`config.mk`:
```
export PLATFORM = sky130hd
export DESIGN_NAME = fib_rx_parser
export DESIGN_NICKNAME = d
export VERILOG_FILES = /design/src/logic/fib_pkg.sv /design/src/logic/fib_rx_parser.sv
export SDC_FILE = /design/constraint.sdc
export NUM_CORES = 1
export LEC_CHECK = 0
export BUFFER_PORTS_ARGS = -buffer_cell sky130_fd_sc_hd__buf_2
export CORE_UTILIZATION = 50
export DETAILED_ROUTE_END_ITERATION = 10
export MAX_ROUTING_LAYER = met4
export PLACE_DENSITY_LB_ADDON = 0.2
export SETUP_SLACK_MARGIN = 0.1
export SLEW_MARGIN = 5
export SYNTH_ARGS = -nofsm -noshare
export SYNTH_HDL_FRONTEND = slang
export SYNTH_SLANG_ARGS = --single-unit
```
`constraint.sdc`:
```
create_clock -name clk -period 2.51 [get_ports clk]
set_clock_uncertainty 0.1 [all_clocks]
set_input_delay 0.1255 -clock clk [delete_from_list [all_inputs] [get_ports clk]]
set_output_delay 0.1255 -clock clk [all_outputs]
set_load 0.01 [all_outputs]
```
`src/logic/fib_pkg.sv`:
```
// Forwarding table shared definitions
// Widths, packet byte counts, FSM state types and the prefix hash
package fib_pkg;

    // Field widths
    localparam int PREFIX_W = 64;
    localparam int BYTE_W   = 8;
    localparam int LEN_W    = 6;

    // Byte counts on the streams
    // One metadata byte, then prefix bytes MSB first
    localparam int PREFIX_BYTES = PREFIX_W / BYTE_W;
    // Result carries metadata, requested prefix and matched prefix
    localparam int RESULT_BYTES = 1 + 2 * PREFIX_BYTES;

    typedef logic [PREFIX_W-1:0] prefix_t;
    typedef logic [BYTE_W-1:0]   meta_t;
    typedef logic [LEN_W-1:0]    len_t;

    // Learning parser states
    typedef enum logic [1:0] {
        RX_META,
        RX_PREFIX,
        RX_HASH,
        RX_WRITE
    } rx_state_t;

    // Longest-prefix walk states
    typedef enum logic [2:0] {
        LPM_IDLE,
        LPM_HASH,
        LPM_READ,
        LPM_CHECK,
        LPM_DONE
    } lpm_state_t;

    // Result serializer states
    typedef enum logic [1:0] {
        TX_IDLE,
        TX_META,
        TX_TOTAL,
        TX_MATCH
    } tx_state_t;

    // XOR fold of the prefix into hash_w wide chunks from bit 0 up
    // Last chunk is short, so its missing top bits act as zeros
    // Result sits in the low hash_w bits, upper bits stay zero
    function automatic prefix_t hash_prefix(input prefix_t prefix, input int unsigned hash_w);
        prefix_t folded;
        folded = '0;
        for (int i = 0; i < PREFIX_W; i++) begin
            folded[i % hash_w] = folded[i % hash_w] ^ prefix[i];
        end
        return folded;
    endfunction

endpackage

```
`src/logic/fib_rx_parser.sv`:
```
// Learning packet parser
// Collects metadata and prefix bytes, hashes the prefix, issues one table write
module fib_rx_parser #(
    parameter int HASH_W = 10
) (
    input  logic                clk,
    input  logic                rst,
    input  logic                rx_valid,
    input  fib_pkg::meta_t      rx_data,
    output logic                rx_ready,
    output logic                wr_en,
    output fib_pkg::len_t       wr_len,
    output logic [HASH_W-1:0]   wr_index
);

    localparam int CNT_W = $clog2(fib_pkg::PREFIX_BYTES);

    fib_pkg::rx_state_t state;
    logic [CNT_W-1:0]   byte_cnt;
    logic               rx_fire;
    fib_pkg::meta_t     meta_q;
    fib_pkg::prefix_t   prefix_q;
    fib_pkg::prefix_t   hash_full;

    // Ready only while bytes are being gathered
    assign rx_ready = (state == fib_pkg::RX_META) || (state == fib_pkg::RX_PREFIX);
    assign rx_fire  = rx_valid && rx_ready;

    // Write strobe is one cycle, right after the hash register loads
    assign wr_en  = (state == fib_pkg::RX_WRITE);
    assign wr_len = meta_q[fib_pkg::LEN_W-1:0];

    assign hash_full = fib_pkg::hash_prefix(prefix_q, HASH_W);

    // Control FSM
    always_ff @(posedge clk or posedge rst) begin
        if (rst) begin
            state    <= fib_pkg::RX_META;
            byte_cnt <= '0;
        end else begin
            case (state)
                fib_pkg::RX_META: begin
                    if (rx_fire) begin
                        byte_cnt <= CNT_W'(fib_pkg::PREFIX_BYTES - 1);
                        state    <= fib_pkg::RX_PREFIX;
                    end
                end
                fib_pkg::RX_PREFIX: begin
                    if (rx_fire) begin
                        // Count hits zero on the last prefix byte
                        if (byte_cnt == '0) begin
                            state <= fib_pkg::RX_HASH;
                        end else begin
                            byte_cnt <= byte_cnt - 1'b1;
                        end
                    end
                end
                fib_pkg::RX_HASH:  state <= fib_pkg::RX_WRITE;
                fib_pkg::RX_WRITE: state <= fib_pkg::RX_META;
                default:           state <= fib_pkg::RX_META;
            endcase
        end
    end

    // Packet payload and hash register
    always_ff @(posedge clk) begin
        if (rx_fire && state == fib_pkg::RX_META) begin
            meta_q <= rx_data;
        end
        // Shift in MSB first
        if (rx_fire && state == fib_pkg::RX_PREFIX) begin
            prefix_q <= {prefix_q[fib_pkg::PREFIX_W-fib_pkg::BYTE_W-1:0], rx_data};
        end
        if (state == fib_pkg::RX_HASH) begin
            wr_index <= hash_full[HASH_W-1:0];
        end
    end

    // Write lands two cycles after the last accepted byte and the stream stays stalled meanwhile
    assert property (@(posedge clk) disable iff (rst)
        wr_en |-> !rx_ready && !$past(rx_ready) && $past(rx_fire, 2));

endmodule

```
After elaboration in Yosys (flattened, before gate mapping):

Cells that the tools add are included.

* register bits after elaboration: 85
* input port bits: 11
* output and inout bits: 18
* word-level logic and storage cells: 84

* add/sub/neg operators: 1
* eq/ne operators: 7
* muxes and demuxes: 8
* bitwise logic cells: 54
* reductions and logical operators: 9

Operators with widths (number)
* 1-bit bitwise XOR: 54
* 3-bit 2-to-1 mux: 3
* 2-bit case mux with 4 select lines: 1
* 2-bit 2-to-1 mux: 3
* 2-bit inequality test, second input constant: 3
* 3-bit case mux with 2 select lines: 1
* 2-bit equality test, second input constant: 2
* 4-bit AND reduction: 1
* 1-bit logical AND: 3
* 3-bit logical NOT: 1
* 3-bit AND reduction: 1
* 3-bit by 1-bit subtractor with 3-bit output, second input constant: 1
* 2-bit by 1-bit equality test with 1-bit output, second input constant: 1
* 2-bit logical NOT: 1
* 2-bit by 1-bit inequality test with 1-bit output, second input constant: 1
* 2-bit nonzero test: 1
* 1-bit logical OR: 1

Depth between registers and ports, before layout:

* depth after elaboration: 6
* gate-level depth with buffers: 6

Least setup slack after synthesis:

Ideal clock, no wire load.

* path kind: reg-to-reg
* start point: reg state[1]
* end point: reg prefix_q[0], enable pin
* library setup time: 0.429 ns
* data arrival time: 2.254 ns
* data required time: 1.981 ns
* setup slack: -0.273 ns
* stages on the path, launching flop included: 5
* path buffers: 1
* period minus slack after synthesis: 2.783 ns
* path through: dfrtp_1 inv_1 ha_1 buf_4 and2_1

* longest elaborated chain between the ends: 4
* elaborated cells between the ends (all ways): 5
* classes of those cells: eq/ne (1); reduce/logical (4)

RTL lines
* start, declared: RTL line fib_rx_parser.sv:18 `fib_pkg::rx_state_t state;`
* start signal, assigned: RTL line fib_rx_parser.sv:38 `state <= fib_pkg::RX_META;`
* start signal, assigned: RTL line fib_rx_parser.sv:45 `state <= fib_pkg::RX_PREFIX;`
* start signal, assigned: RTL line fib_rx_parser.sv:52 `state <= fib_pkg::RX_HASH;`
* 2-bit by 1-bit equality test with 1-bit output / 2-bit logical NOT (equally long branches): RTL line fib_rx_parser.sv:26, fib_rx_parser.sv:71
* 1-bit logical OR: RTL line fib_rx_parser.sv:26 `assign rx_ready = (state == fib_pkg::RX_META) || (state == fib_pkg::RX_PREFIX);`
* 1-bit logical AND: RTL line fib_rx_parser.sv:27 `assign rx_fire = rx_valid && rx_ready;`
* 1-bit logical AND *: RTL line fib_rx_parser.sv:71 `if (rx_fire && state == fib_pkg::RX_PREFIX) begin`
* end signal, assigned: RTL line fib_rx_parser.sv:72 `prefix_q <= {prefix_q[fib_pkg::PREFIX_W-fib_pkg::BYTE_W-1:0], rx_data};`
* end, declared: RTL line fib_rx_parser.sv:22 `fib_pkg::prefix_t prefix_q;`

Mark *: on every way between the ends. The rest lies on a longest branch, timed or not.
A chain may end at the register's enable or synchronous reset.

Worst setup path in the final report:

* start point: reg state[1]
* end point: reg prefix_q[19], enable pin

Same word-level chain as after synthesis.

==> metrics.yaml <==
run_status:
  outcome: "complete, no violations"
worst_setup_path:
  crit_arrival_ns: 1.74
  startpoint_type: "register"
  critPathCaptureType: "register"
  critPathKind: "register to register"
  worstPathRequired_ns: 2.41
  cp_max_fo: 64
cells_and_area:
  final_common_cell: "edfxtp_1"
  fin_area_mm2: 0.00383
  multi_input_area_um2: 731
  post-route-util: 0.603
  register_area_mm2: 0.00253
  synthToLayoutAreaGrowth_pct: 16.2
  diodes: 0
  nNetsFinal: 241
  layout-drive-gt1-share: 0.215
  final_cell_mix: "edfxtp_1 (80), xnor2_1 (40), buf_2 (28)"
  nFillCells: 455
global_route:
  grt_pass1_wl_um: 7560
  first_global_vias: 1542
  grt_max_degree: 65
  gr-total-overflow: 0
  grt_antenna_before_repair: 0
  grt_use_total: 0.151
logic_synthesis:
  seq_area_frac_synth: 0.767
  synth-seq-cells: 85
  synthCells: 177
  synth_fp_nets: 194
  ys_warn_count: 0
  synth_cell_types: 25
  avgSynthCellArea_um2: 18.6
  syn_area_mm2: 0.00329
clock_tree:
  clkSlewWorstSetupHoldPaths_ns: 0.08
  h-tree-depth: 3
  root_buffer: "clkbuf_8"
  cts_setup_buffers: 0
  clock_path_buffers: 2
  clk_latency_ns: 0.33
  clock_sinks: 85
  cts_tree: "yes"
  cts_made_buffers: 9
power_and_ir_drop:
  ir_drop_v: 0.000533
  switching_share: 0.272
  p_seq_frac: 0.520
  power.density_mw_per_mm2: 1100
  p_leak_nw: 1.37
  power.share.clock: 0.234
  p_switching_mw: 1.14
  internal_power_mw: 3.05
  p_comb_frac: 0.246
detailed_routing:
  routed_wl_um: 4490
  detail_route.wl_per_cell_um: 14.7
  drt_first_pass_iters: 4
  vias: 1498
  ant_nets: 0
  vias_per_cell: 4.91
  detail_route.iter0.violations: 106
  drc: 0
place:
  dp_hpwl_um: 2980
  preCtsSetupSlack_ns: 0.706
  routabilityCongestion: 0.703
  dpl_cell_area_mm2: 0.00353
  port_buffers: 28
timing:
  finalHoldViolCount: 0
  worst_pin_slew_ns: 0.563
  period_needed_ns: 1.84
  rsz0062_at_grt: "false"
  clock.fmax_mhz: 543
  timing.final.ws_setup_ns: 0.670
  setup_tns_ns: 0
  drv_slew: 0
  holdWs_ns: 0.128
  max_slew_margin: 0.625
  post-route-period-util: 0.733
  setup_viol_count_final: 0
floorplan:
  ios: 29
  start_util: 0.519
  rows: 29
  coreArea_mm2: 0.00635
  die_h_um: 83.2
  die_area_mm2: 0.00692
  die_w_um: 83.2
hold_path:
  holdCritPathClass: "input pin to async pin"
job:
  drv_cap: 0
## metrics by stage
stage / total power [mW] / cells
floorplan: 2.94 / 177
global placement: 3.19 / 281
detailed placement: 3.25 / 281
CTS: 4.25 / 305
global route: 4.43 / 305
finish: 4.20 / 305
## timing repair
| action | CTS | global route |
|---|---|---|
| gates resized for setup | 0 | 0 |
| hold buffers | 9 | 0 |
| hold endpoints to repair | 19 | 0 |
## synth_stat cells, drive strengths merged
cell type	number	area (um2)
edfxtp	80	2400
nor2	5	18.8
dfrtp	5	125
xnor2	40	350
buf	2	18.8
inv	5	18.8
nand3b	1	20.0
mux2	1	15.0
o21ai	2	13.8
a41oi	1	8.76
and2	2	13.8
a2bb2oi	1	8.76
a21boi	1	7.51
nand2	3	11.3
xor2	14	123
nor2b	1	13.8
ha	6	75.1
a21oi	2	10.0
o21a	1	7.51
mux2i	2	20.0
or2	1	6.26
nand2b	1	6.26
## worst paths after layout
| kind | slack [ns] | cells past startpoint | endpoint | from |
|---|---|---|---|---|
| hold reg to reg | 0.37 | 0 | prefix_q[27] | prefix_q[19] |
| max in group asynchronous | 2.01 | 3 | byte_cnt[2] | rst |
| min in group clk | 0.15 | 3 | byte_cnt[2] | rx_valid |
| setup reg to reg | 0.67 | 4 | prefix_q[19] | state[1] |
| setup / recovery | 0.67 | 4 | prefix_q[19] | state[1] |
| hold / removal | 0.13 | 3 | state[1] | rst |
## power groups by stage
stage          registers [mW]  logic, mW  clock network, mW
2_1_floorplan            2.23      0.705                  0
3_3_place_gp             2.19      0.999                  0
3_5_place_dp             2.22       1.03                  0
4_1_cts                  2.19       1.05               1.01
5_1_grt                  2.22       1.13               1.07
6_report                 2.18       1.03              0.984
## critical path, cell delays in order, from the launching register on
cell	delay, ns
dfrtp_1	0.42
inv_1	0.09
ha_1	0.33
and2_2	0.23
buf_12	0.30
## registers in the layout, indices dropped and copies added (netlist names)
name      flops
byte_cnt      3
prefix_q     64
state         2
meta_q        6
wr_index     10
## metal layers
metal	track usage	share of wire
met5	-	0
met4	0.0768	0.022
met3	0.0497	0.036
met2	0.223	0.48
met1	0.188	0.46
## cell families after synthesis
logic type                 count (synthesis)  synth area share
DFF                                       85             0.767
xor gates and xnor gates                  54             0.144
and+or+nand+nor                           14            0.0273
AOI/OAI and AO/OA                          8            0.0171
buffers and inverters                      7            0.0114
adders and majority gates                  6            0.0228
muxes                                      3            0.0106
## final cells by class
class	count	area share
Clock buffer	10	0.0333
Clock inverter	5	0.0199
Inverter	5	0.00490
Multi-Input combinational cell	85	0.191
Sequential cell	85	0.660
Tap cell	77	0.0252
Timing Repair Buffer	38	0.0654
(Power assumes the default switching activity.)
