<file path="config.mk">
export PLATFORM = sky130hd
export DESIGN_NAME = fib_tx_serializer
export DESIGN_NICKNAME = d
export VERILOG_FILES = /design/src/logic/fib_pkg.sv /design/src/logic/fib_tx_serializer.sv
export SDC_FILE = /design/constraint.sdc
export NUM_CORES = 1
export LEC_CHECK = 0
export ABC_AREA = 1
export CORE_MARGIN = 4
export CORE_UTILIZATION = 25
export CTS_CLUSTER_DIAMETER = 40
export DETAILED_ROUTE_END_ITERATION = 10
export DONT_BUFFER_PORTS = 1
export SYNTH_ARGS = -nofsm -noshare
export SYNTH_HDL_FRONTEND = slang
export SYNTH_SLANG_ARGS = --single-unit
export TNS_END_PERCENT = 5
</file>
<file path="constraint.sdc">
create_clock -name clk -period 5.1 [get_ports clk]
set_input_delay 0.51 -clock clk [delete_from_list [all_inputs] [get_ports clk]]
set_output_delay 0.51 -clock clk [all_outputs]
set_load 0.03 [all_outputs]
</file>
<file path="src/logic/fib_pkg.sv">
// Forwarding table shared definitions
// Widths, packet byte counts, FSM state types and the prefix hash
package fib_pkg;

    // Field widths
    localparam int PREFIX_W = 64;
    localparam int BYTE_W   = 8;
    localparam int LEN_W    = 6;

    // Byte counts on the streams
    // One metadata byte, then prefix bytes MSB first
    localparam int PREFIX_BYTES = PREFIX_W / BYTE_W;
    // Result carries metadata, requested prefix and matched prefix
    localparam int RESULT_BYTES = 1 + 2 * PREFIX_BYTES;

    typedef logic [PREFIX_W-1:0] prefix_t;
    typedef logic [BYTE_W-1:0]   meta_t;
    typedef logic [LEN_W-1:0]    len_t;

    // Learning parser states
    typedef enum logic [1:0] {
        RX_META,
        RX_PREFIX,
        RX_HASH,
        RX_WRITE
    } rx_state_t;

    // Longest-prefix walk states
    typedef enum logic [2:0] {
        LPM_IDLE,
        LPM_HASH,
        LPM_READ,
        LPM_CHECK,
        LPM_DONE
    } lpm_state_t;

    // Result serializer states
    typedef enum logic [1:0] {
        TX_IDLE,
        TX_META,
        TX_TOTAL,
        TX_MATCH
    } tx_state_t;

    // XOR fold of the prefix into hash_w wide chunks from bit 0 up
    // Last chunk is short, so its missing top bits act as zeros
    // Result sits in the low hash_w bits, upper bits stay zero
    function automatic prefix_t hash_prefix(input prefix_t prefix, input int unsigned hash_w);
        prefix_t folded;
        folded = '0;
        for (int i = 0; i < PREFIX_W; i++) begin
            folded[i % hash_w] = folded[i % hash_w] ^ prefix[i];
        end
        return folded;
    endfunction

endpackage

</file>
<file path="src/logic/fib_tx_serializer.sv">
// Result serializer
// Sends metadata, requested prefix, then matched prefix, MSB first, under valid/ready
module fib_tx_serializer (
    input  logic                clk,
    input  logic                rst,
    input  logic                res_valid,
    input  fib_pkg::meta_t      res_meta,
    input  fib_pkg::prefix_t    res_total,
    input  fib_pkg::prefix_t    res_match,
    output logic                res_ready,
    output logic                tx_valid,
    output fib_pkg::meta_t      tx_data,
    input  logic                tx_ready
);

    localparam int CNT_W = $clog2(fib_pkg::RESULT_BYTES);
    localparam int SEL_W = $clog2(fib_pkg::PREFIX_BYTES);

    fib_pkg::tx_state_t state;
    logic [CNT_W-1:0]   byte_cnt;
    logic [SEL_W-1:0]   byte_sel;
    logic               tx_fire;
    fib_pkg::meta_t     meta_q;
    fib_pkg::prefix_t   total_q;
    fib_pkg::prefix_t   match_q;

    // Only one result in flight
    assign res_ready = (state == fib_pkg::TX_IDLE);
    assign tx_valid  = (state != fib_pkg::TX_IDLE);
    assign tx_fire   = tx_valid && tx_ready;

    // byte_cnt counts bytes already sent; map it to a byte lane, MSB first
    always_comb begin
        case (state)
            fib_pkg::TX_TOTAL: byte_sel = SEL_W'(fib_pkg::PREFIX_BYTES - byte_cnt);
            fib_pkg::TX_MATCH: byte_sel = SEL_W'(fib_pkg::RESULT_BYTES - 1 - byte_cnt);
            default:           byte_sel = '0;
        endcase
    end

    always_comb begin
        case (state)
            fib_pkg::TX_META:  tx_data = meta_q;
            fib_pkg::TX_TOTAL: tx_data = total_q[byte_sel*fib_pkg::BYTE_W +: fib_pkg::BYTE_W];
            fib_pkg::TX_MATCH: tx_data = match_q[byte_sel*fib_pkg::BYTE_W +: fib_pkg::BYTE_W];
            default:           tx_data = '0;
        endcase
    end

    // Control FSM with running byte count
    always_ff @(posedge clk or posedge rst) begin
        if (rst) begin
            state    <= fib_pkg::TX_IDLE;
            byte_cnt <= '0;
        end else begin
            case (state)
                fib_pkg::TX_IDLE: begin
                    byte_cnt <= '0;
                    if (res_valid) begin
                        state <= fib_pkg::TX_META;
                    end
                end
                fib_pkg::TX_META: begin
                    if (tx_fire) begin
                        byte_cnt <= byte_cnt + 1'b1;
                        state    <= fib_pkg::TX_TOTAL;
                    end
                end
                fib_pkg::TX_TOTAL: begin
                    if (tx_fire) begin
                        byte_cnt <= byte_cnt + 1'b1;
                        if (byte_cnt == CNT_W'(fib_pkg::PREFIX_BYTES)) begin
                            state <= fib_pkg::TX_MATCH;
                        end
                    end
                end
                fib_pkg::TX_MATCH: begin
                    if (tx_fire) begin
                        byte_cnt <= byte_cnt + 1'b1;
                        // Last of the 17 bytes
                        if (byte_cnt == CNT_W'(fib_pkg::RESULT_BYTES - 1)) begin
                            state <= fib_pkg::TX_IDLE;
                        end
                    end
                end
                default: state <= fib_pkg::TX_IDLE;
            endcase
        end
    end

    // Result copy taken on the load handshake
    always_ff @(posedge clk) begin
        if (res_valid && res_ready) begin
            meta_q  <= res_meta;
            total_q <= res_total;
            match_q <= res_match;
        end
    end

    // Stalled byte must not change or drop
    assert property (@(posedge clk) disable iff (rst)
        (tx_valid && !tx_ready) |=> tx_valid && $stable(tx_data));

endmodule

</file>
After elaboration in Yosys (flattened, before gate mapping):

Cells that the tools add are included.

* output and inout port bits: 10
* flip-flop bits (word level): 143
* word-level logic and storage cells: 39

* equal/unequal tests: 12
* multiplexer cells: 11
* shift-type cells: 2
* reductions and logical operators: 6
* add/subtract/negate cells: 3

Operator list (number)
* 64-bit by 7-bit indexed part select with 8-bit output: 2
* 8-bit one-hot mux with 3 select lines: 1
* 2-bit two-way mux: 6
* 2-bit inequality test (second input constant): 6
* 5-bit one-hot mux with 2 select lines: 1
* 2-bit one-hot mux with 4 select lines: 1
* 3-bit one-hot mux with 2 select lines: 1
* 6-bit AND reduction: 1
* 1-bit by 3-bit subtractor with 3-bit output (first input constant): 2
* 5-bit by 1-bit adder with 5-bit output (second input constant): 1
* 5-bit by 4-bit equality test with 1-bit output (second input constant): 1
* 5-bit equality test (second input constant): 1
* 5-bit two-way mux: 1
* 2-bit equality test (second input constant): 2
* 3-bit OR reduction: 1
* 2-bit by 1-bit equality test with 1-bit output (second input constant): 1
* 1-bit logical AND: 2
* 2-bit logical NOT: 1
* 2-bit by 1-bit inequality test with 1-bit output (second input constant): 1
* 2-bit nonzero test: 1

Longest topological paths before layout:

* word-level depth: 4
* mapped depth: 9
* gate-level depth less buffers: 9

Worst setup path before layout:

Ideal clock, no wire load.

* kind: register to register
* start point: register state[1]
* end point: register match_q[0], enable pin
* setup slack: 0.710 ns
* data required time: 4.611 ns
* cell stages (with the launch flop): 6
* period minus slack after synthesis: 4.390 ns
* arrival time: 3.901 ns
* cell sequence: dfrtp_1 -> inv_1 -> ha_1 -> clkbuf_1 -> nand2_1 -> inv_1

* word-level cells in the longest chain between the ends: 2

RTL lines
* from (decl): line fib_tx_serializer.sv:19 `fib_pkg::tx_state_t state;`
* from (signal assigned): line fib_tx_serializer.sv:53 `state <= fib_pkg::TX_IDLE;`
* from (signal assigned): line fib_tx_serializer.sv:60 `state <= fib_pkg::TX_META;`
* from (signal assigned): line fib_tx_serializer.sv:66 `state <= fib_pkg::TX_TOTAL;`
* 2-bit logical NOT: line fib_tx_serializer.sv:28 `assign res_ready = (state == fib_pkg::TX_IDLE);`
* named net res_ready: line fib_tx_serializer.sv:10 `output logic res_ready,`
* 1-bit logical AND: line fib_tx_serializer.sv:93 `if (res_valid && res_ready) begin`
* to (signal assigned): line fib_tx_serializer.sv:96 `match_q <= res_match;`
* to (decl): line fib_tx_serializer.sv:25 `fib_pkg::prefix_t match_q;`

The timed path passes the listed nets, and every way through them passes these cells.
A chain may end at the register's enable or synchronous reset.

Worst setup path in the final report:

* start point: register byte_cnt[0]
* end point: output tx_data[1]

* word-level cells in the longest chain between the ends: 4
* elaborated cells between the ends (all ways): 6
* those cells by class: 2 x add/sub; 2 x shift; 2 x mux

RTL lines
* from (decl): line fib_tx_serializer.sv:20 `logic [CNT_W-1:0] byte_cnt;`
* from (signal assigned): line fib_tx_serializer.sv:65 `byte_cnt <= byte_cnt + 1'b1;`
* from (signal assigned): line fib_tx_serializer.sv:71 `byte_cnt <= byte_cnt + 1'b1;`
* from (signal assigned): line fib_tx_serializer.sv:79 `byte_cnt <= byte_cnt + 1'b1;`
* 1-bit by 3-bit subtractor with 3-bit output: line fib_tx_serializer.sv:35, fib_tx_serializer.sv:36
* 3-bit one-hot mux with 2 select lines (*): line fib_tx_serializer.sv:34 `case (state)`
* 64-bit by 7-bit indexed part select with 8-bit output, on equally long branches: line fib_tx_serializer.sv:45, fib_tx_serializer.sv:44
* 8-bit one-hot mux with 3 select lines (*): line fib_tx_serializer.sv:42 `case (state)`
* to (decl): line fib_tx_serializer.sv:12 `output fib_pkg::meta_t tx_data,`

Mark *: on every way between the ends. The rest lies on a longest branch, timed or not.

==> impl_metrics.tcl <==
set metrics [dict create \
    slowest_stage "ha_1" \
    power_switching_mw 1.603 \
    netlist_instances 489 \
    slew_viol_final 0 \
    synth-seq-area-share_pct 72.52 \
    cts.sinks 143 \
    netlist_top_cells_count "nand2_1, edfxtp_1, nand3_1" \
    cts_tree "yes" \
    rows 55 \
    grt_pass1_wl_um 23780 \
    synth_top_area_cell "edfxtp_1" \
    crit_path_cell_trace "inv_1, ha_1, inv_1, nor2_1, nand3_1, nand3_1, nand3_1, a21oi_1" \
    core_region_area_mm2 0.02285 \
    crit_path_max_incr_delay_ns 0.72 \
    yosysMostFrequentCell "nand2_1" \
    clockPowerShare_pct 29.3 \
    viasPerCell 4.476 \
    finalSetupViolations 0 \
    cts_setup_buffers 0 \
    rsz0062_at_grt "no" \
    clockBufferDepth 2 \
    netlist.area_leader.share_pct 69.54 \
    async_reset_ff_share_pct 4.895 \
    cts_made_buffers 17 \
    cts.hold.buffers_added 1 \
    whs_ns 0.1815 \
    grt_usage_pct 12.74 \
    fp.dieW_um 161.3 \
    ctsResizeCount 0 \
    initial_utilization_pct 25.71 \
    postRouteWirelength_um 16560 \
    maxCapViolCount 0 \
    p_seq_share_pct 39.8 \
    drc 0 \
    post_drt_wl_per_cell_um 20.15 \
    vias 3679 \
    gp_congestion 0.7972 \
    fill_cells 2385 \
    dr.pass1.iters 4 \
    worst_hold_path_type "in -> reg" \
    antenna_found_initial 8 \
    hpwl_um 11350 \
    syn_to_final_growth_pct 15.53 \
    fin_skew_ns 0.006204 \
    worstPathArrival_ns 3.54 \
    slew_headroom_pct 28.71 \
    grt_max_degree 114 \
    clock_latency_ns 0.41 \
    synth.avg_cell_area_um2 12.01 \
    grt-ovfl-total 0 \
    synth_nets 636 \
    crit_top_cell "nand3_1" \
    ys_top_cells_by_area "edfxtp_1, nand3_1, nand2_1" \
    pin_count 150 \
    die_y_um 161.3 \
    status "finished clean" \
    fp.dieArea_mm2 0.02601 \
    place_area_mm2 0.006186 \
    yosysWarnings 0 \
    drtIter0Drc 265 \
    period_share_pct 79.49 \
    path_class "reg -> out" \
    finalCriticalPeriod_ns 4.054 \
    start_kind "flip-flop" \
    required_ns 4.59 \
    drive_gt1_share_pct 9.109 \
    hold_viol_final 0 \
    synth-seq-cells 143 \
    nets 639 \
    final_area_mm2 0.006785 \
    clk_pin_slew_ns 0.07 \
    intPower_mw 2.580 \
    p_leak_nw 2.380 \
    port_buffers 0 \
    switching_share_pct 38.32 \
    end_kind "output port" \
    tightest_slew_ns 1.068 \
    fmax_ghz 0.2467 \
    grt_pass1_vias 3654 \
    synth_ff_type "edfxtp_1" \
    path_max_fanout 15 \
    ir_worst_vdd_mv 0.2164 \
    synth-edff-count 136 \
    tns_ns 0 \
    pwr-share-comb_pct 30.9 \
    synthesis.area_mm2 0.005873 \
    clockRootBuffer "clkbuf_16" \
    cts_max_level 4 \
    ys_types 23 \
    power_density_mw_per_mm2 616.4 \
    antenna_left 0 \
]
-- area by class of cell --
cell class / count / area, µm² / area share (%)
tap: 313 / 391.6 / 5.772
timing repair buffer: 7 / 55.05 / 0.8114
multi-input combinational: 309 / 1433 / 21.11
sequential: 143 / 4259 / 62.77
clock buffer: 17 / 425.4 / 6.270
inverter: 14 / 57.56 / 0.8482
antenna: 4 / 10.01 / 0.1475
clock inverter: 15 / 153.9 / 2.268
-- through the flow --
stage	util, %	instances	total power [mW]	setup slack (ns)
after floorplan	-	489	2.620	0.7100
after global placement	27.08	785	3.002	1.344
after detailed placement	27.08	785	3.008	1.381
after CTS	29.65	818	4.250	0.8873
after global routing	29.70	822	4.447	0.8134
final	29.70	822	4.183	1.046
-- cell families (layout without fill, tap and decap cells) --
group | count (synthesis) | after routing | synth area share (%)
AND/OR/NAND/NOR | 281 | 281 | 20.86
other | 0 | 4 | 0
flip-flops | 143 | 143 | 72.52
buffers and inverters | 37 | 53 | 3.132
XOR/XNOR | 1 | 1 | 0.1492
AO/OA/AOI/OAI | 20 | 20 | 1.854
adder cells (fa/ha/maj) | 7 | 7 | 1.491
-- path summary, 6_finish.rpt --
kind	cells past startpoint	endpoint	slack, ns	from
max in group asynchronous	2	byte_cnt[4]	4.41	rst
hold reg to reg	1	byte_cnt[4]	0.51	byte_cnt[4]
setup / recovery	8	tx_data[1]	1.05	byte_cnt[0]
setup reg to reg	5	match_q[21]	1.99	state[1]
min in group asynchronous	2	byte_cnt[1]	0.47	rst
hold / removal	0	match_q[43]	0.18	res_match[43]
-- flip-flops by register name, summed over array words and instances (netlist names) --
register / cells
state: 2
total_q: 64
meta_q: 8
match_q: 64
byte_cnt: 5
-- layout by cell type (no fill, tap or decap), types with 2 or more instances in the layout --
cell type,instances
clkinvlp_4,2
inv_2,3
nand3_1,123
clkinv_4,2
inv_6,6
a21oi_1,13
nor2_1,7
clkbuf_16,17
inv_1,10
nand2_1,147
o21ai_0,4
inv_8,2
edfxtp_1,136
buf_4,6
diode_2,4
ha_1,6
dfrtp_1,7
-- power by group through the flow --
stage                     sequential (mW)  clock (mW)  combinational [mW]
final                                1.66        1.23                1.29
after global routing                 1.68        1.32                1.44
after CTS                            1.67        1.26                1.32
after detailed placement             1.69           0                1.32
after global placement               1.69           0                1.32
after floorplan                      1.69           0               0.929
-- metal layers --
metal | vias to the layer above | wire length (µm) | track usage [%]
met5 | - | 92 | 1.515
met3 | 21 | 1444 | 5.818
li1 | 1756 | - | -
met2 | 145 | 8035 | 20.18
met1 | 1747 | 6804 | 15.55
met4 | 10 | 182 | 3.839
-- worst max-delay path: cells and delay by family, from the launching register on --
family | cells | cell delay, ns
simple gates | 4 | 0.73
fa+ha+maj | 1 | 0.72
compound gates | 1 | 0.67
buf+inv | 2 | 0.56
flops | 1 | 0.45
(Power assumes the default switching activity.)
