## src/logic/fib_pkg.sv

```systemverilog
// Forwarding table shared definitions
// Widths, packet byte counts, FSM state types and the prefix hash
package fib_pkg;

    // Field widths
    localparam int PREFIX_W = 64;
    localparam int BYTE_W   = 8;
    localparam int LEN_W    = 6;

    // Byte counts on the streams
    // One metadata byte, then prefix bytes MSB first
    localparam int PREFIX_BYTES = PREFIX_W / BYTE_W;
    // Result carries metadata, requested prefix and matched prefix
    localparam int RESULT_BYTES = 1 + 2 * PREFIX_BYTES;

    typedef logic [PREFIX_W-1:0] prefix_t;
    typedef logic [BYTE_W-1:0]   meta_t;
    typedef logic [LEN_W-1:0]    len_t;

    // Learning parser states
    typedef enum logic [1:0] {
        RX_META,
        RX_PREFIX,
        RX_HASH,
        RX_WRITE
    } rx_state_t;

    // Longest-prefix walk states
    typedef enum logic [2:0] {
        LPM_IDLE,
        LPM_HASH,
        LPM_READ,
        LPM_CHECK,
        LPM_DONE
    } lpm_state_t;

    // Result serializer states
    typedef enum logic [1:0] {
        TX_IDLE,
        TX_META,
        TX_TOTAL,
        TX_MATCH
    } tx_state_t;

    // XOR fold of the prefix into hash_w wide chunks from bit 0 up
    // Last chunk is short, so its missing top bits act as zeros
    // Result sits in the low hash_w bits, upper bits stay zero
    function automatic prefix_t hash_prefix(input prefix_t prefix, input int unsigned hash_w);
        prefix_t folded;
        folded = '0;
        for (int i = 0; i < PREFIX_W; i++) begin
            folded[i % hash_w] = folded[i % hash_w] ^ prefix[i];
        end
        return folded;
    endfunction

endpackage

```

## src/logic/fib_lpm_search.sv

```systemverilog
// Longest-prefix search
// Walks the table from the requested length down, clearing one prefix bit per miss
// Holds the result until the output side takes it
module fib_lpm_search #(
    parameter int HASH_W = 10
) (
    input  logic                clk,
    input  logic                rst,
    input  logic                req_valid,
    input  fib_pkg::prefix_t    req_prefix,
    input  fib_pkg::meta_t      req_meta,
    output logic                req_ready,
    output fib_pkg::len_t       rd_len,
    output logic [HASH_W-1:0]   rd_index,
    input  logic                rd_bit,
    output logic                res_valid,
    output fib_pkg::meta_t      res_meta,
    output fib_pkg::prefix_t    res_total,
    output fib_pkg::prefix_t    res_match,
    input  logic                res_ready
);

    fib_pkg::lpm_state_t state;
    fib_pkg::len_t       len;
    fib_pkg::meta_t      meta_q;
    fib_pkg::prefix_t    total_q;
    fib_pkg::prefix_t    work_q;
    fib_pkg::prefix_t    hash_full;
    logic                req_fire;
    logic                stop;

    assign req_ready = (state == fib_pkg::LPM_IDLE);
    assign req_fire  = req_valid && req_ready;

    // Hash of the current working prefix
    assign hash_full = fib_pkg::hash_prefix(work_q, HASH_W);

    // Table address follows the walk
    assign rd_len = len;

    // Walk ends on a hit or once length zero has been probed
    assign stop = rd_bit || (len == '0);

    // Result is held stable in LPM_DONE
    assign res_valid = (state == fib_pkg::LPM_DONE);
    assign res_meta  = meta_q;
    assign res_total = total_q;
    assign res_match = work_q;

    // Control FSM and length counter
    always_ff @(posedge clk or posedge rst) begin
        if (rst) begin
            state <= fib_pkg::LPM_IDLE;
            len   <= '0;
        end else begin
            case (state)
                fib_pkg::LPM_IDLE: begin
                    if (req_fire) begin
                        len   <= req_meta[fib_pkg::LEN_W-1:0];
                        state <= fib_pkg::LPM_HASH;
                    end
                end
                fib_pkg::LPM_HASH: state <= fib_pkg::LPM_READ;
                // Table registers rd_bit at the end of this cycle
                fib_pkg::LPM_READ: state <= fib_pkg::LPM_CHECK;
                fib_pkg::LPM_CHECK: begin
                    if (stop) begin
                        state <= fib_pkg::LPM_DONE;
                    end else begin
                        len   <= len - 1'b1;
                        state <= fib_pkg::LPM_HASH;
                    end
                end
                fib_pkg::LPM_DONE: begin
                    // Back-pressure from the serializer keeps us here
                    if (res_ready) begin
                        state <= fib_pkg::LPM_IDLE;
                    end
                end
                default: state <= fib_pkg::LPM_IDLE;
            endcase
        end
    end

    // Request capture, working prefix and probe index
    always_ff @(posedge clk) begin
        if (req_fire) begin
            meta_q  <= req_meta;
            total_q <= req_prefix;
            work_q  <= req_prefix;
        end
        if (state == fib_pkg::LPM_HASH) begin
            rd_index <= hash_full[HASH_W-1:0];
        end
        // Miss clears the bit at the current length position
        if (state == fib_pkg::LPM_CHECK && !stop) begin
            work_q[len] <= 1'b0;
        end
    end

    // A new probe after a miss has exactly one less length, never from zero
    assert property (@(posedge clk) disable iff (rst)
        (state == fib_pkg::LPM_HASH && $past(state) == fib_pkg::LPM_CHECK)
        |-> ($past(len) != '0) && (len == $past(len) - 1'b1));

endmodule

```

## config.mk

```make
export PLATFORM = sky130hd
export DESIGN_NAME = fib_lpm_search
export DESIGN_NICKNAME = d
export VERILOG_FILES = /design/src/logic/fib_pkg.sv /design/src/logic/fib_lpm_search.sv
export SDC_FILE = /design/constraint.sdc
export NUM_CORES = 1
export LEC_CHECK = 0
export BUFFER_PORTS_ARGS = -buffer_cell sky130_fd_sc_hd__buf_2
export CAP_MARGIN = 25
export CELL_PAD_IN_SITES_DETAIL_PLACEMENT = 1
export CELL_PAD_IN_SITES_GLOBAL_PLACEMENT = 2
export CORE_ASPECT_RATIO = 0.75
export CORE_UTILIZATION = 34
export DETAILED_ROUTE_END_ITERATION = 8
export PLACE_DENSITY = 0.95
export SLEW_MARGIN = 20
export SYNTH_ARGS = -nofsm -noshare
export SYNTH_HDL_FRONTEND = slang
export SYNTH_SLANG_ARGS = --single-unit
```

## constraint.sdc

```tcl
create_clock -name clk -period 6.08 [get_ports clk]
set_clock_uncertainty 0.05 [all_clocks]
set_input_delay 0.608 -clock clk [delete_from_list [all_inputs] [get_ports clk]]
set_output_delay 0.608 -clock clk [all_outputs]
set_load 0.05 [all_outputs]
```

### Word-level counts from Yosys, hierarchy flattened

Index checks and enable logic that the tools add are counted.

* register bits: 155
* input port bits: 77
* output and inout port bits: 154
* logic and storage cells: 93

* $add $sub $neg: 1
* order comparisons: 2
* equality and inequality tests: 7
* mux-type cells: 11
* bitwise gates (word level): 56
* reductions and logical operators: 10

Operators with widths (number)
* two-way mux 64 bit: 2
* bitwise AND 64 bit: 1
* inverter 64 bit: 1
* bitwise XOR 1 bit: 54
* one-hot mux 3 bit (5 select lines): 1
* two-way mux 6 bit: 2
* one-hot mux 6 bit (2 select lines): 1
* two-way mux 3 bit: 3
* < comparator 6 x 7 -> 1 bit, second input constant: 1
* demux 1 bit (select 6 bit): 1
* == test 3 x 2 -> 1 bit, second input constant: 2
* greater-or-equal comparator 6 x 1 -> 1 bit, second input constant: 1
* logical NOT 6 bit: 1
* subtractor 6 x 1 -> 6 bit, second input constant: 1
* inequality test 2 x 1 -> 1 bit, second input constant: 2
* == test 3 x 1 -> 1 bit, second input constant: 1
* == test 3 bit, second input constant: 1
* logical AND 1 bit: 3
* logical NOT 3 bit: 1
* AND reduction 3 bit: 1
* inequality test 2 bit, second input constant: 1
* AND reduction 2 bit: 1
* nonzero test 2 bit: 1
* logical NOT 1 bit: 1
* 2 further kinds: 2

### Depth between registers and ports, before layout

* depth after elaboration: 7
* gate-level depth with buffers: 8

### Worst setup path after synthesis

OpenSTA, ideal clock, no wires.

* path type: register -> output
* start point: register state[2]
* end point: output res_valid
* arrival time: 1.760 ns
* slack: 3.662 ns
* cell stages (with the launch flop): 3
* path buffers: 1
* cells stage by stage: dfrtp_1 -> clkbuf_1 -> nor3b_1

* cells in the longest elaborated chain, start to end: 1

Ends and longest elaborated chain
* start, declared: RTL line fib_lpm_search.sv:23 `fib_pkg::lpm_state_t state;`
* start signal, assigned: RTL line fib_lpm_search.sv:53 `state <= fib_pkg::LPM_IDLE;`
* start signal, assigned: RTL line fib_lpm_search.sv:60 `state <= fib_pkg::LPM_HASH;`
* start signal, assigned: RTL line fib_lpm_search.sv:63 `fib_pkg::LPM_HASH: state <= fib_pkg::LPM_READ;`
* == test 3 bit: RTL line fib_lpm_search.sv:45 `assign res_valid = (state == fib_pkg::LPM_DONE);`
* end, declared: RTL line fib_lpm_search.sv:16 `output logic res_valid,`

No other way between the ends.

### Worst setup path after layout

* start point: register len[3] (netlist: rd_len[3])
* end point: register work_q[57] (netlist: res_match[57])

* cells in the longest elaborated chain, start to end: 7

Ends and longest elaborated chain
* start, declared: RTL line fib_lpm_search.sv:24 `fib_pkg::len_t len;`
* start signal, assigned: RTL line fib_lpm_search.sv:59 `len <= req_meta[fib_pkg::LEN_W-1:0];`
* start signal, assigned: RTL line fib_lpm_search.sv:70 `len <= len - 1'b1;`
* < comparator 6 x 7 -> 1 bit (implied by the code) / greater-or-equal comparator 6 x 1 -> 1 bit (equally long branches): RTL line fib_lpm_search.sv:97 `work_q[len] <= 1'b0;`
* logical AND 1 bit (implied by the code): RTL line fib_lpm_search.sv:97
* two-way mux 1 bit (implied by the code): RTL line fib_lpm_search.sv:97
* demux 1 bit (select 6 bit): RTL line fib_lpm_search.sv:97
* inverter 64 bit (no line)
* bitwise AND 64 bit (no line)
* two-way mux 64 bit (*): RTL line fib_lpm_search.sv:96 `if (state == fib_pkg::LPM_CHECK && !stop) begin`
* end signal, assigned: RTL line fib_lpm_search.sv:90 `work_q <= req_prefix;`
* end, declared: RTL line fib_lpm_search.sv:27 `fib_pkg::prefix_t work_q;`

Mark *: on every way between the ends. The rest lies on a longest branch, timed or not.
A chain may end at the register's enable or synchronous reset.

==> reports/qor.tcl <==
set qor(outcome) {completed}
set qor(cts-resized-gates) 0
set qor(endpoint_kind) {flop}
set qor(multi_input_comb_area_sq_um) 1940
set qor(postSynth.asyncResetShare) 0.0581
set qor(place.detailed.hpwl_mm) 14.1
set qor(tritoncts) {built}
set qor(numCtsBuffers) 17
set qor(cp.arrival_ps) 3120
set qor(maxCapViolCount) 0
set qor(postCtsSetupRepairBufs) 0
set qor(cts.htree.levels) 4
set qor(timing.critical_path.cells) {nor3_2 > a21oi_1 > and4_1 > a21oi_1}
set qor(synthDistinctLibCells) 41
set qor(syn-cell-area_sq_um) 6080
set qor(worst_slew_pin_slew_ps) 1020
set qor(num_antenna_cells) 0
set qor(sequential_cell_area_sq_um) 3970
set qor(fin_setup_tns_ps) 0
set qor(ys_dominant_reg_cell) {sky130_fd_sc_hd__edfxtp_1}
set qor(critical_path_buf_inv_count) 0
set qor(final_nets) 763
set qor(number_of_warning_messages_in_the_yosys_log) 0
set qor(synthesis.instances) 451
set qor(timing.max_slew.rel_slack) 0.317
set qor(wl_per_cell_microns) 20.7
set qor(crit_path_max_fanout) 14
set qor(setup_repair_after_global_routing_missed_its_margin) {false}
set qor(insertion_delay_ps) 420
set qor(report.final.slew_viol_count) 0
set qor(cts.sinks) 155
set qor(timing.final.setup_violations) 0
set qor(drt-initial-drc-count) 215
set qor(floorplan.core_area_sq_um) 17100
set qor(post-route-drc-count) 0
set qor(row_count) 41
set qor(hold_path.class) {primary input to asynchronous set/reset pin}
set qor(firstDrtPassIters) 4
set qor(final_cell_mix) {sky130_fd_sc_hd__buf_2, sky130_fd_sc_hd__edfxtp_1, sky130_fd_sc_hd__dfxtp_1}
set qor(vias_per_cell) 4.92
set qor(cts_root_buffer) {sky130_fd_sc_hd__clkbuf_16}
set qor(synth.net_count) 530
set qor(placement.io_buffers) 230
set qor(initial_antenna_violation_count) 0
set qor(longest_clk_path_bufs) 2
set qor(maximum_number_of_pins_on_one_net_before_global_route_repair) 68
set qor(clk_pin_slew_worst_paths_ps) 70
set qor(gpl.final_weighted_congestion) 0.821
set qor(vias_in_the_first_global_route) 4954
set qor(die_area_sq_um) 18400
set qor(number_of_enable_type_register_cells_in_the_synthesized_netlist) 82
set qor(die-width_microns) 156
set qor(detail_route.wirelength_mm) 19.3
set qor(detail-route-antenna-nets) 0
set qor(crit_path_start_kind) {flop}
set qor(layout-area-overhead-vs-synth_pct) 33.4
set qor(synth-seq-cells) 155
set qor(final_hold_viol_count) 0
set qor(period_share) 0.465
set qor(global_route_wire_length_before_repair_mm) 29.1
set qor(n_fill_cell) 1891
set qor(drive_above_1_share) 0.403
set qor(crit_path_frequent_cell) {sky130_fd_sc_hd__a21oi_1}
set qor(timing.fmax_mhz) 354
set qor(starting_utilization_of_the_core_area) 0.355
set qor(critical-path-top-delay-family) {simple AND/OR/NAND/NOR gates}
set qor(global_route.overflow_total) 0
set qor(vias) 4593
set qor(critical_path_data_required_time_ps) 6380
set qor(crit_slowest_cell) {sky130_fd_sc_hd__nor3_2}
set qor(design.portCount) 231
set qor(postSynthAreaPerCell_sq_um) 13.5
set qor(timing.critical_path.slowest_cell_delay_ps) 900
set qor(period_needed_ps) 2830
set qor(cts-hold-fix-buffers) 0
set qor(grt_use_total) 0.214
set qor(die-height_microns) 118
set qor(sequential_fraction_of_the_synthesis_area) 0.652
set qor(layout_commonest_cell) {sky130_fd_sc_hd__buf_2}
set qor(worst-setup-path-type) {flop to flop}
==> Yosys cell counts (2+ instances only) <==
cell / n / share of area
sky130_fd_sc_hd__o22ai_1: 2 / 0.0021
sky130_fd_sc_hd__and4_1: 2 / 0.0029
sky130_fd_sc_hd__o211ai_1: 2 / 0.0025
sky130_fd_sc_hd__a2bb2oi_1: 8 / 0.012
sky130_fd_sc_hd__clkbuf_1: 6 / 0.0037
sky130_fd_sc_hd__xnor2_1: 41 / 0.059
sky130_fd_sc_hd__nor3_1: 6 / 0.0049
sky130_fd_sc_hd__nand2_1: 20 / 0.012
sky130_fd_sc_hd__a22oi_1: 2 / 0.0025
sky130_fd_sc_hd__o21ai_0: 3 / 0.0025
sky130_fd_sc_hd__dfxtp_1: 64 / 0.21
sky130_fd_sc_hd__nor3b_1: 4 / 0.0049
sky130_fd_sc_hd__nor4_2: 3 / 0.0062
sky130_fd_sc_hd__a21oi_1: 62 / 0.051
sky130_fd_sc_hd__mux2i_1: 56 / 0.092
sky130_fd_sc_hd__xor2_1: 14 / 0.020
sky130_fd_sc_hd__or3_1: 2 / 0.0021
sky130_fd_sc_hd__nor2_1: 6 / 0.0037
sky130_fd_sc_hd__buf_2: 9 / 0.0074
sky130_fd_sc_hd__buf_1: 2 / 0.0012
sky130_fd_sc_hd__and3_1: 3 / 0.0031
sky130_fd_sc_hd__buf_6: 5 / 0.0093
sky130_fd_sc_hd__ha_1: 2 / 0.0041
sky130_fd_sc_hd__buf_4: 2 / 0.0025
sky130_fd_sc_hd__nand3_1: 8 / 0.0066
sky130_fd_sc_hd__dfrtp_1: 9 / 0.037
sky130_fd_sc_hd__inv_1: 13 / 0.0080
sky130_fd_sc_hd__edfxtp_1: 82 / 0.40
==> cells by family (layout without fill, tap and decap cells) <==
logic type | count (synthesis) | in the layout | share of synthesized area
muxes | 56 | 56 | 0.0921
DFF | 155 | 155 | 0.652
and+or+nand+nor | 62 | 62 | 0.0613
adders and majority gates | 2 | 2 | 0.00411
buffers and inverters | 38 | 284 | 0.0327
AOI/OAI and AO/OA | 83 | 83 | 0.0783
xor gates and xnor gates | 55 | 55 | 0.0792
==> final timing paths <==
| path | from | slack [ps] | endpoint | cells past startpoint |
|---|---|---|---|---|
| worst max register to register | rd_len[3]$_DFFE_PP0P_ | 3250 | res_match[57]$_DFF_P_ | 4 |
| min in group clk | req_meta[7] | 320 | res_meta[7]$_DFFE_PN_ | 1 |
| worst min register to register | res_match[15]$_DFF_P_ | 450 | res_match[15]$_DFF_P_ | 2 |
| worst max-delay path | rd_len[3]$_DFFE_PP0P_ | 3250 | res_match[57]$_DFF_P_ | 4 |
| worst min-delay path | rst | 110 | rd_len[2]$_DFFE_PP0P_ | 2 |
| max in group asynchronous | rst | 5590 | rd_len[1]$_DFFE_PP0P_ | 2 |
==> sequential cells by signal, indices dropped and copies added, names as in the netlist <==
signal / flops
rd_len: 6
res_total: 64
state: 3
res_meta: 8
rd_index: 10
res_match: 64
==> layout make-up <==
class | count | area share
clock buffer | 19 | 0.0546
clock inverter | 13 | 0.0231
inverter | 14 | 0.00663
multi-input combinational | 258 | 0.239
sequential | 155 | 0.489
tap | 236 | 0.0364
timing repair buffer | 238 | 0.151
==> worst register-to-register path, delay by kind of cell, from the launching register on <==
kind / cells / cell delay, ps
AND/OR/NAND/NOR: 2 / 1420
AO/OA/AOI/OAI: 2 / 740
flip-flops: 1 / 550
==> per-stage QoR <==
stage	std cells	utilization	setup WS (ps)	hold slack, ps	area [sq um]
3_5_place_dp	900	0.436	3300	446	7460
2_1_floorplan	451	-	3660	386	6080
6_report	933	0.474	3250	106	8120
4_1_cts	932	0.472	3290	111	8100
3_3_place_gp	898	0.435	3420	423	7450
5_1_grt	933	0.474	3070	114	8120
==> layer usage <==
metal | track usage | routed length [microns] | up-vias
met4 | 0.0723 | 267 | 0
met2 | 0.363 | 9480 | 181
met5 | 0 | 0 | -
met3 | 0.0563 | 1250 | 18
met1 | 0.261 | 8340 | 2287
li1 | - | - | 2107
Power is left out: the tool's default activity adds up to more than one toggle a clock period on the data nets, which glitch-free logic cannot reach.
